`src/source/exec_cfg.svh`:
```
// Sizing of the execute lane, shared by both packages and the RTL.
// NUM_PHYS_REGS must equal 2**SIZE_PHYS_LOG, and shift amounts assume SIZE_DATA is 32.
`ifndef EXEC_CFG_SVH
`define EXEC_CFG_SVH

// Datapath widths.
`define SIZE_DATA        32
`define SIZE_IMMEDIATE   16
`define SIZE_OPCODE_I    6

// Six status bits per completed instruction.
`define EXECUTION_FLAGS  6

// Physical register file size and tag width.
`define NUM_PHYS_REGS    16
`define SIZE_PHYS_LOG    4

`endif

```
`src/source/isa_pkg.sv`:
```
// Instruction-level types, opcode encodings and flag bit positions.
// Encodings are local to this lane and are not the MIPS instruction fields.
`include "exec_cfg.svh"

package isa_pkg;

    typedef logic [`SIZE_DATA-1:0]       data_t;
    typedef logic [`SIZE_IMMEDIATE-1:0]  immd_t;
    typedef logic [`SIZE_OPCODE_I-1:0]   opcode_t;
    typedef logic [`EXECUTION_FLAGS-1:0] flags_t;

    // ----------------------------------------
    // Opcodes
    // ----------------------------------------
    localparam opcode_t NOP   = 6'h00;
    localparam opcode_t ADD   = 6'h01;
    localparam opcode_t ADDI  = 6'h02;
    localparam opcode_t ADDU  = 6'h03;
    localparam opcode_t ADDIU = 6'h04;
    localparam opcode_t SUB   = 6'h05;
    localparam opcode_t SUBU  = 6'h06;
    localparam opcode_t MFHI  = 6'h08; // The hi/lo moves are plain pass-throughs.
    localparam opcode_t MTHI  = 6'h09;
    localparam opcode_t MFLO  = 6'h0a;
    localparam opcode_t MTLO  = 6'h0b;
    localparam opcode_t AND_  = 6'h10;
    localparam opcode_t ANDI  = 6'h11;
    localparam opcode_t OR    = 6'h12;
    localparam opcode_t ORI   = 6'h13;
    localparam opcode_t XOR   = 6'h14;
    localparam opcode_t XORI  = 6'h15;
    localparam opcode_t NOR   = 6'h16;
    localparam opcode_t SLL   = 6'h18;
    localparam opcode_t SLLV  = 6'h19;
    localparam opcode_t SRL   = 6'h1a;
    localparam opcode_t SRLV  = 6'h1b;
    localparam opcode_t SRA   = 6'h1c;
    localparam opcode_t SRAV  = 6'h1d;
    localparam opcode_t SLT   = 6'h20;
    localparam opcode_t SLTI  = 6'h21;
    localparam opcode_t SLTU  = 6'h22;
    localparam opcode_t SLTIU = 6'h23;
    localparam opcode_t LUI   = 6'h28;

    // Flag bit positions. Bits 3 and 5 are reserved and read as zero.
    localparam int FLAG_MISPRED  = 0;
    localparam int FLAG_EXCEPT   = 1; // Carry out of the signed add/subtract class.
    localparam int FLAG_EXECUTED = 2;
    localparam int FLAG_WRITES   = 4;

endpackage

```
`src/source/lane_pkg.sv`:
```
// Pipeline types for the execute lane.
// Tags are physical register numbers; there is no renaming inside the lane.
`include "exec_cfg.svh"

package lane_pkg;

    // Physical register tag.
    typedef logic [`SIZE_PHYS_LOG-1:0] preg_t;

    // ----------------------------------------
    // Operand source select
    // ----------------------------------------
    typedef logic [1:0] byp_sel_t;

    // Register file value, no older result in flight.
    localparam byp_sel_t BYP_RF = 2'b00;
    // Combinational ALU output of the X-stage instruction.
    localparam byp_sel_t BYP_EX = 2'b01;
    // Registered result of the W-stage instruction.
    localparam byp_sel_t BYP_WB = 2'b10;

    // Encoding 2'b11 is unused.

endpackage

```
`src/source/exec_ctrl.sv`:
```
// Valid-bit control for the R, X and W stages of the lane.
// No stall or flush, so every issued instruction completes two cycles later.

module exec_ctrl (
    input  logic               clk,
    input  logic               rst_i,
    input  logic               issue_valid_i,
    input  lane_pkg::preg_t    src1_i,
    input  lane_pkg::preg_t    src2_i,
    input  lane_pkg::preg_t    dst_i,
    input  logic               ex_writes_i,
    input  logic               wb_writes_i,
    output lane_pkg::byp_sel_t byp1_sel_o,
    output lane_pkg::byp_sel_t byp2_sel_o,
    output logic               ex_valid_o,
    output logic               wb_valid_o,
    output lane_pkg::preg_t    wb_dst_o,
    output logic               rf_wr_en_o
);

    logic            ex_valid_q;
    logic            wb_valid_q;
    lane_pkg::preg_t ex_dst_q;
    lane_pkg::preg_t wb_dst_q;
    logic            ex_fwd;
    logic            wb_fwd;

    // Picks the source of one operand. X wins because it holds the younger result.
    function automatic lane_pkg::byp_sel_t pick_src(input lane_pkg::preg_t src);
        if (ex_fwd && src == ex_dst_q) begin
            return lane_pkg::BYP_EX;
        end else if (wb_fwd && src == wb_dst_q) begin
            return lane_pkg::BYP_WB;
        end
        return lane_pkg::BYP_RF;
    endfunction

    // ----------------------------------------
    // Stage valids and destination tags
    // ----------------------------------------
    always_ff @(posedge clk) begin
        if (rst_i) begin
            ex_valid_q <= 1'b0;
            wb_valid_q <= 1'b0;
            ex_dst_q   <= '0;
            wb_dst_q   <= '0;
        end else begin
            ex_valid_q <= issue_valid_i;
            wb_valid_q <= ex_valid_q;
            ex_dst_q   <= dst_i;
            wb_dst_q   <= ex_dst_q;
        end
    end

    // ----------------------------------------
    // Forwarding and writeback
    // ----------------------------------------
    assign ex_fwd = ex_valid_q & ex_writes_i; // A NOP in X offers nothing to forward.
    assign wb_fwd = wb_valid_q & wb_writes_i;

    // The selects follow the stage tags as well as the source tags.
    always_comb begin
        byp1_sel_o = pick_src(src1_i);
        byp2_sel_o = pick_src(src2_i);
    end

    assign ex_valid_o = ex_valid_q;
    assign wb_valid_o = wb_valid_q;
    assign wb_dst_o   = wb_dst_q;
    assign rf_wr_en_o = wb_fwd;

    // A register write must always belong to a completing instruction.
    a_write_has_valid: assert property (
        @(posedge clk) disable iff (rst_i) rf_wr_en_o |-> wb_valid_o
    ) else $error("Register write without a valid W-stage instruction");

endmodule

```
`src/source/exec_regfile.sv`:
```
// Physical register file with two asynchronous read ports and one write port.
// A read in the cycle of a write to the same register returns the old value.
`include "exec_cfg.svh"

module exec_regfile (
    input  logic            clk,
    input  logic            rst_i,
    input  lane_pkg::preg_t rd1_addr_i,
    input  lane_pkg::preg_t rd2_addr_i,
    output isa_pkg::data_t  rd1_data_o,
    output isa_pkg::data_t  rd2_data_o,
    input  logic            wr_en_i,
    input  lane_pkg::preg_t wr_addr_i,
    input  isa_pkg::data_t  wr_data_i
);

    isa_pkg::data_t regs [`NUM_PHYS_REGS];

    // Read ports.
    assign rd1_data_o = regs[rd1_addr_i];
    assign rd2_data_o = regs[rd2_addr_i];

    // Write port. Every register starts at zero after reset.
    always_ff @(posedge clk) begin
        if (rst_i) begin
            for (int i = 0; i < `NUM_PHYS_REGS; i++) begin
                regs[i] <= '0;
            end
        end else if (wr_en_i) begin
            regs[wr_addr_i] <= wr_data_i;
        end
    end

endmodule

```
`src/source/operand_bypass.sv`:
```
// Three-way forwarding mux for one source operand.
// The select comes from exec_ctrl; the unused encoding falls back to the register file.

module operand_bypass (
    input  lane_pkg::byp_sel_t sel_i,
    input  isa_pkg::data_t     rf_data_i,
    input  isa_pkg::data_t     ex_data_i,
    input  isa_pkg::data_t     wb_data_i,
    output isa_pkg::data_t     operand_o
);

    // ----------------------------------------
    // Source select
    // ----------------------------------------
    always_comb begin
        case (sel_i)
            lane_pkg::BYP_EX: operand_o = ex_data_i;  // Youngest result, still in the ALU.
            lane_pkg::BYP_WB: operand_o = wb_data_i;  // Result being written this cycle.
            lane_pkg::BYP_RF: operand_o = rf_data_i;
            default:          operand_o = rf_data_i;
        endcase

        // The control never asks for both stages at once.
        assert (sel_i !== 2'b11)
            else $error("Bypass select holds the unused encoding");
    end

endmodule

```
`src/source/simple_alu.sv`:
```
// Purely combinational simple-integer ALU with MIPS-like semantics.
// Shift amounts use five bits, so SIZE_DATA must be 32. No overflow trap is raised.
`include "exec_cfg.svh"

module simple_alu (
    input  isa_pkg::data_t   data1_i,
    input  isa_pkg::data_t   data2_i,
    input  isa_pkg::immd_t   immd_i,
    input  isa_pkg::opcode_t opcode_i,
    output isa_pkg::data_t   result_o,
    output isa_pkg::flags_t  flags_o
);

    localparam int EXT_BITS = `SIZE_DATA - `SIZE_IMMEDIATE;

    isa_pkg::data_t immd_sext;
    isa_pkg::data_t immd_zext;
    logic [4:0]     shamt_imm;
    logic [4:0]     shamt_reg;
    logic           cout;

    // ----------------------------------------
    // Operand preparation
    // ----------------------------------------
    assign immd_sext = {{EXT_BITS{immd_i[`SIZE_IMMEDIATE-1]}}, immd_i};
    assign immd_zext = {{EXT_BITS{1'b0}}, immd_i};
    assign shamt_imm = immd_i[4:0];  // Immediate shifts.
    assign shamt_reg = data1_i[4:0]; // Variable shifts take the amount from source 1.

    // ----------------------------------------
    // Operation select
    // ----------------------------------------
    always_comb begin
        result_o = '0;
        cout     = 1'b0;

        flags_o                         = '0;
        flags_o[isa_pkg::FLAG_MISPRED]  = 1'b0; // No branches here, so never mispredicted.
        flags_o[isa_pkg::FLAG_EXECUTED] = 1'b1;
        flags_o[isa_pkg::FLAG_WRITES]   = 1'b1;

        case (opcode_i)
            // Only the signed class reports its carry.
            isa_pkg::ADD:   {cout, result_o} = data1_i + data2_i;
            isa_pkg::ADDI:  {cout, result_o} = data1_i + immd_sext;
            isa_pkg::SUB:   {cout, result_o} = data1_i - data2_i;
            isa_pkg::SUBU:  result_o = data1_i - data2_i;
            isa_pkg::ADDU:  result_o = data1_i + data2_i;
            isa_pkg::ADDIU: result_o = data1_i + immd_sext;

            isa_pkg::MFHI,
            isa_pkg::MTHI,
            isa_pkg::MFLO,
            isa_pkg::MTLO:  result_o = data1_i; // Source 1 stands in for hi/lo.

            isa_pkg::AND_:  result_o = data1_i & data2_i;
            isa_pkg::ANDI:  result_o = data1_i & immd_zext;
            isa_pkg::OR:    result_o = data1_i | data2_i;
            isa_pkg::ORI:   result_o = data1_i | immd_zext;
            isa_pkg::XOR:   result_o = data1_i ^ data2_i;
            isa_pkg::XORI:  result_o = data1_i ^ immd_zext;
            isa_pkg::NOR:   result_o = ~(data1_i | data2_i);

            isa_pkg::SLL:   result_o = data1_i << shamt_imm;
            isa_pkg::SLLV:  result_o = data2_i << shamt_reg;
            isa_pkg::SRL:   result_o = data1_i >> shamt_imm;
            isa_pkg::SRLV:  result_o = data2_i >> shamt_reg;
            isa_pkg::SRA:   result_o = $signed(data1_i) >>> shamt_imm;
            isa_pkg::SRAV:  result_o = $signed(data2_i) >>> shamt_reg;

            // Compare results live in bit 0, the upper bits stay zero.
            isa_pkg::SLT:   result_o[0] = $signed(data1_i) < $signed(data2_i);
            isa_pkg::SLTI:  result_o[0] = $signed(data1_i) < $signed(immd_sext);
            isa_pkg::SLTU:  result_o[0] = data1_i < data2_i;
            isa_pkg::SLTIU: result_o[0] = data1_i < immd_zext;

            isa_pkg::LUI:   result_o = {immd_i, {EXT_BITS{1'b0}}};

            isa_pkg::NOP: begin
                flags_o[isa_pkg::FLAG_WRITES] = 1'b0;
            end
            default: begin
                // An unknown opcode retires like a NOP.
                flags_o[isa_pkg::FLAG_WRITES] = 1'b0;
            end
        endcase

        flags_o[isa_pkg::FLAG_EXCEPT] = cout;

        // Completion tracking downstream relies on every instruction reporting itself.
        assert (flags_o[isa_pkg::FLAG_EXECUTED] !== 1'b0)
            else $error("ALU produced flags without the executed bit");
    end

endmodule

```
`src/source/simple_lane_top.sv`:
```
// Single-issue simple-ALU execute lane: read and bypass, execute, write back.
// A result leaves two cycles after its issue cycle. No back-pressure is possible.

module simple_lane_top (
    input  logic             clk,
    input  logic             rst_i,
    input  logic             issue_valid_i,
    input  isa_pkg::opcode_t opcode_i,
    input  lane_pkg::preg_t  src1_i,
    input  lane_pkg::preg_t  src2_i,
    input  lane_pkg::preg_t  dst_i,
    input  isa_pkg::immd_t   immd_i,
    output logic             done_valid_o,
    output lane_pkg::preg_t  done_dst_o,
    output isa_pkg::data_t   done_result_o,
    output isa_pkg::flags_t  done_flags_o
);

    lane_pkg::byp_sel_t byp1_sel, byp2_sel;
    logic               ex_valid, wb_valid, rf_wr_en;
    lane_pkg::preg_t    wb_dst;
    isa_pkg::data_t     rf_data1, rf_data2;
    isa_pkg::data_t     opnd1, opnd2;
    isa_pkg::data_t     alu_result;
    isa_pkg::flags_t    alu_flags;

    isa_pkg::opcode_t   x_opcode_q;
    isa_pkg::immd_t     x_immd_q;
    isa_pkg::data_t     x_data1_q, x_data2_q;
    isa_pkg::data_t     w_result_q;
    isa_pkg::flags_t    w_flags_q;

    exec_ctrl u_ctrl (
        .clk, .rst_i, .issue_valid_i, .src1_i, .src2_i, .dst_i,
        .ex_writes_i(alu_flags[isa_pkg::FLAG_WRITES]),
        .wb_writes_i(w_flags_q[isa_pkg::FLAG_WRITES]),
        .byp1_sel_o(byp1_sel), .byp2_sel_o(byp2_sel),
        .ex_valid_o(ex_valid), .wb_valid_o(wb_valid),
        .wb_dst_o(wb_dst), .rf_wr_en_o(rf_wr_en)
    );

    // ----------------------------------------
    // R stage
    // ----------------------------------------
    exec_regfile u_regfile (
        .clk, .rst_i,
        .rd1_addr_i(src1_i), .rd2_addr_i(src2_i),
        .rd1_data_o(rf_data1), .rd2_data_o(rf_data2),
        .wr_en_i(rf_wr_en), .wr_addr_i(wb_dst), .wr_data_i(w_result_q)
    );

    operand_bypass u_byp1 (.sel_i(byp1_sel), .rf_data_i(rf_data1),
        .ex_data_i(alu_result), .wb_data_i(w_result_q), .operand_o(opnd1));
    operand_bypass u_byp2 (.sel_i(byp2_sel), .rf_data_i(rf_data2),
        .ex_data_i(alu_result), .wb_data_i(w_result_q), .operand_o(opnd2));

    always_ff @(posedge clk) begin
        if (issue_valid_i) begin
            x_opcode_q <= opcode_i;
            x_immd_q   <= immd_i;
            x_data1_q  <= opnd1;
            x_data2_q  <= opnd2;
        end
    end

    // ----------------------------------------
    // X stage
    // ----------------------------------------
    simple_alu u_alu (.data1_i(x_data1_q), .data2_i(x_data2_q), .immd_i(x_immd_q),
        .opcode_i(x_opcode_q), .result_o(alu_result), .flags_o(alu_flags));

    always_ff @(posedge clk) begin
        if (ex_valid) begin
            w_result_q <= alu_result;
            w_flags_q  <= alu_flags;
        end
    end

    // W stage drives the completion port.
    assign done_valid_o  = wb_valid;
    assign done_dst_o    = wb_dst;
    assign done_result_o = w_result_q;
    assign done_flags_o  = w_flags_q;

endmodule

```
`config.mk`:
```
export PLATFORM = sky130hd
export DESIGN_NAME = simple_lane_top
export DESIGN_NICKNAME = d
export VERILOG_FILES = /design/src/source/isa_pkg.sv /design/src/source/lane_pkg.sv /design/src/source/exec_ctrl.sv /design/src/source/exec_regfile.sv /design/src/source/operand_bypass.sv /design/src/source/simple_alu.sv /design/src/source/simple_lane_top.sv
export VERILOG_INCLUDE_DIRS = /design/src /design/src/source
export SDC_FILE = /design/constraint.sdc
export NUM_CORES = 2
export LEC_CHECK = 0
export BUFFER_PORTS_ARGS = -buffer_cell sky130_fd_sc_hd__buf_2
export CAP_MARGIN = 20
export CORE_MARGIN = 3
export CORE_UTILIZATION = 60
export CTS_BUF_LIST = sky130_fd_sc_hd__clkbuf_4 sky130_fd_sc_hd__clkbuf_8
export CTS_CLUSTER_SIZE = 30
export DETAILED_ROUTE_END_ITERATION = 7
export GPL_TIMING_DRIVEN = 0
export MAX_ROUTING_LAYER = met4
export PLACE_DENSITY_LB_ADDON = 0.08
export SETUP_SLACK_MARGIN = 0.5
export SYNTH_ARGS = -nofsm -noshare
export SYNTH_HDL_FRONTEND = slang
export SYNTH_SLANG_ARGS = --single-unit
```
`constraint.sdc`:
```
create_clock -name clk -period 4 [get_ports clk]
set_input_delay 0.2 -clock clk [delete_from_list [all_inputs] [get_ports clk]]
set_output_delay 0.2 -clock clk [all_outputs]
set_load 0.005 [all_outputs]
```
==> impl_metrics.toml, run 1 <==
[global_route]
track_usage = 0.830
grt_start_max_net_pins = 77
overflow = 742
grt_pass1_wl_mm = 507
grt_pass1_vias = 60000

[synth]
yosysSeqAreaShare = 0.384
synth_area_sq_mm = 0.0499
synth.avg_cell_area_sq_um = 11.1
async_flop_share = 0
syn_inst = 4503
synth_edf_count = 632
synth_cell_types = 106
ys_warn_count = 0
ys.flop_type = "edfxtp_1"
synth-seq-cells = 642

[floorplanning]
die_w_microns = 294
initial_utilization = 0.607
ios = 80
rows = 105
die_h_microns = 294

[place]
port_buffers = 66
placed_cell_area_sq_mm = 0.0521
gp_congestion = 1.20
dp_hpwl_mm = 203
dp_cells = 5663

[clock_tree]
cts_max_level = 3
clockRootBuffer = "clkbuf_8"
cts.path.max_buffers = 3
numClockSinks = 642
cts_buffers = 102

[outcome]
outcome = "aborted with a tool error"
stop_stage = "5_1_grt"
tool.error = "[ERROR GRT-0116] Global routing finished with congestion. Check the congestion regions in the DRC Viewer."
cells in the mapped netlist, types with 20 or more instances:
cell type  instances  area, sq um
buf_4             22          165
nor2_1           294         1100
ha_1             179         2240
or2_2             25          156
o21a_1            54          405
a22oi_1           36          270
nand3_1           61          305
nand4_1           34          213
nand2_1          303         1140
a221oi_1          42          368
inv_1            131          492
clkbuf_1         274         1030
nor2b_1           24          150
o21ai_0          171          856
nor3_1            73          365
mux2i_1          160         1600
a21oi_1          246         1230
a211oi_1          36          270
nand2b_1          21          131
o211ai_1          56          420
o22ai_1           38          238
o31ai_1           20          150
mux4_2           410         9230
buf_2             62          310
xnor2_1           36          315
nor4_1            33          206
buf_1             58          218
edfxtp_1         632        19000
a31oi_1           22          138
mux2_2            31          349
o21bai_1          22          165
a21o_1            40          300
and2_1           522         3270
repair_timing:
item                                    in CTS
endpoints found under the setup margin     129
resized for setup                          630
hold endpoints to repair                    39
buffers inserted                           176
hold buffers                                28
pin swaps                                  114
layer usage:
layer,track usage,overflow
met1,0.833,13
met5,-,-
met2,0.949,439
met4,0.821,269
met3,0.673,21
cells by family after synthesis:
| logic type | synth area share |
|---|---|
| simple gates | 0.152 |
| compound gates | 0.136 |
| flops | 0.384 |
| mux | 0.225 |
| buf+inv | 0.0474 |
| fa+ha+maj | 0.0461 |
| xor+xnor | 0.00948 |
| other cells | 0.000150 |
metrics by stage:
stage               TNS, ps  setup slack (ps)
floorplan                 0               262
global placement    -102340             -2500
detailed placement   -94530             -1710
CTS                   -15.3             -15.3
==> inputs of run 2 (changes only) <==
CORE_UTILIZATION = 40   (was 60)
CTS_BUF_LIST = unset   (was sky130_fd_sc_hd__clkbuf_4 sky130_fd_sc_hd__clkbuf_8)
CTS_CLUSTER_SIZE = unset   (was 30)
MAX_ROUTING_LAYER = unset   (was met4)
PLACE_DENSITY_LB_ADDON = 0.15   (was 0.08)
SETUP_SLACK_MARGIN = unset   (was 0.5)
clock period = 5.2 ns   (was 4 ns; I/O delays follow)
==> impl_metrics.toml, run 2 <==
[outcome]
outcome = "finished, violations left"
violations = "design-rule violations, negative setup slack"

[floorplanning]
ios = 80
die_w_microns = 359
die_h_microns = 359
rows = 128
dieArea_sq_mm = 0.129
initial_utilization = 0.406
design.core.area_sq_mm = 0.123

[power_and_ir_drop]
p_leak_nw = 21.0
power_density_mw_per_mm2 = 303
power_mw = 17.0
vdd_drop_max_mv = 0.304

[final_layout]
finalNonFillerCells = 6431
area.sequential_sq_mm = 0.0192
multiInputGateArea_sq_mm = 0.0287
layout.nets = 4958
regMostFlops = "u_regfile.regs"
layout_common_cells = "edfxtp_1, and2_1, mux4_2"
drive_gt1_frac = 0.191
n_fill_cell = 11500
syn_to_final_growth_pct = 12.4
final_common_cell = "edfxtp_1"
largest_register_ffs = 512

[synth]
yosysTopAreaCellShare = 0.380
synth-seq-cells = 642
synth_area_sq_mm = 0.0499
synth_cell_types = 106
syn_inst = 4503
post-synth-top-count-cell = "edfxtp_1"
yosysSeqAreaShare = 0.384
ys_warn_count = 0
yosys-top-cells-area = "edfxtp_1, mux4_2, and2_1"
synth_largest_area_cell = "edfxtp_1"
synthTopCellsByCount = "edfxtp_1, and2_1, mux4_2"
async_flop_share = 0
synth_edf_count = 632
synth.avg_cell_area_sq_um = 11.1
ys.flop_type = "edfxtp_1"

[clock_tree]
cts_max_level = 3
cts.path.max_buffers = 3
clockRootBuffer = "clkbuf_16"
cts_buffers = 74
clk_pin_slew_ps = 60
clock_latency_ps = 690
numClockSinks = 642
cts_tree = "built"

[timing]
hold_viol_final = 0
min_period_over_period = 1.05
max_freq_mhz = 183
max_slew.worst_pin.slew_ps = 1260
setup_viol = 19
holdWs_ps = 108
fin_worst_skew_ps = 44.4
setup_slack_ps = -272
finalMaxSlewViolations = 0
layout_min_cycle_time_ps = 5470
relSlewSlack = 0.158

[place]
dp_cells = 6231
dp_hpwl_mm = 214
gp_congestion = 1.08
place_ws_ps = -2260
port_buffers = 66

[worst_setup_path]
reg2reg_slack_ps = -270
critPathCaptureType = "flip-flop"
cp_slowest_cell = "a222oi_1"
critical_path_class = "reg -> reg"
critical_path.top_delay_family = "compound AO/OA/AOI/OAI gates"
crit_chain = "buf_4, nand4bb_1, nor2_1, clkbuf_1, buf_1, clkbuf_1, a222oi_1, o21ai_0, a31oi_1, nand3_1, o41a_1"
start_kind = "flip-flop"
critPathMostFrequentCell = "clkbuf_1"
required_ps = 5630
path_buf_inv = 4
worst_ep_arrival_time_ps = 5910
crit_fanout = 10
max_stage_delay_ps = 780

[global_route]
use_met1 = 0.468
grt_pass1_wl_mm = 359
grt_start_max_net_pins = 70
gr-max-usage-layer = "met2"
grt_pass1_vias = 42100
overflow = 0
grt_use_met3 = 0.0833
track_usage = 0.403
grt_util_met2 = 0.651
antenna_found_initial = 12

[drt]
wl_per_cell_microns = 41.3
firstDrtPassIters = 8
post-route-drc-count = 1
vias = 43400
viasPerCell = 6.75
postRouteAntennaNets = 0
drt-total-wl_mm = 266
drt_iter0_drc = 5792

[flow_run]
cap_violations = 0

[worst_hold_path]
hp-class = "in -> reg"
run 2: cell counts after synthesis:
No cell type changed its count.
run 2: worst paths after layout:
check,startpoint,to,depth (start not counted)
worst max-delay path,x_opcode_q[2],x_data1_q[31],11
worst min-delay path,rst_i,u_ctrl.ex_dst_q[0],2
worst max register to register,x_opcode_q[2],x_data1_q[31],11
worst min register to register,u_ctrl.ex_valid_o,done_result_o[22],0
run 2: repair_timing:
action                                  4_1_cts  5_1_grt
resized for setup                            67       29
endpoints found under the setup margin       95       38
hold buffers                                 27        0
hold endpoints to repair                     44        0
buffers inserted                             10       13
pin swaps                                     4        7
run 2: per-stage QoR:
step	area (sq um)	utilization	TNS, ps
after floorplan	49900	-	0
after global placement	52300	0.426	-133860
after detailed placement	52800	0.429	-98370
after CTS	55700	0.454	-18.2
after global routing	56100	0.457	-14.3
final	56100	0.457	-2020
run 2: cells by family (layout without fill, tap and decap cells):
logic type / count (synthesis) / count (layout) / share of synthesized area
simple gates: 1459 / 1459 / 0.152
xor+xnor: 54 / 54 / 0.00948
fa+ha+maj: 182 / 182 / 0.0461
flops: 642 / 642 / 0.384
mux: 605 / 605 / 0.225
compound gates: 989 / 989 / 0.136
other cells: 2 / 11 / 0.000150
buf+inv: 570 / 864 / 0.0474
run 2: report_power, final:
group / total, mW / switching [mW] / internal (mW)
Sequential: 6.41 / 0.454 / 5.96
Clock: 5.14 / 2.28 / 2.85
Combinational: 5.47 / 3.69 / 1.78
run 2: worst reg2reg max path, stage by stage (launching register included):
cell       delay (ps)
edfxtp_1          500
buf_4             220
nand4bb_1         300
nor2_1            200
clkbuf_1          380
buf_1             460
clkbuf_1          480
a222oi_1          780
o21ai_0           440
a31oi_1           450
nand3_1           470
o41a_1            530
run 2: cell type report:
| type | count | area share |
|---|---|---|
| timing repair buffer | 164 | 0.0253 |
| sequential | 642 | 0.342 |
| antenna | 7 | 0.000312 |
| clock buffer | 85 | 0.0337 |
| clock inverter | 51 | 0.00798 |
| tap | 1625 | 0.0362 |
| multi-input combinational | 3293 | 0.511 |
| buffer | 419 | 0.0334 |
| inverter | 145 | 0.0101 |
run 2: per-layer routing:
layer / part of all wire / routed length (microns)
met1: 0.35 / 93800
met2: 0.46 / 122000
met3: 0.084 / 22400
met4: 0.10 / 27300
met5: 0.00026 / 69
Note: power is estimated with default switching activity, not from simulation.
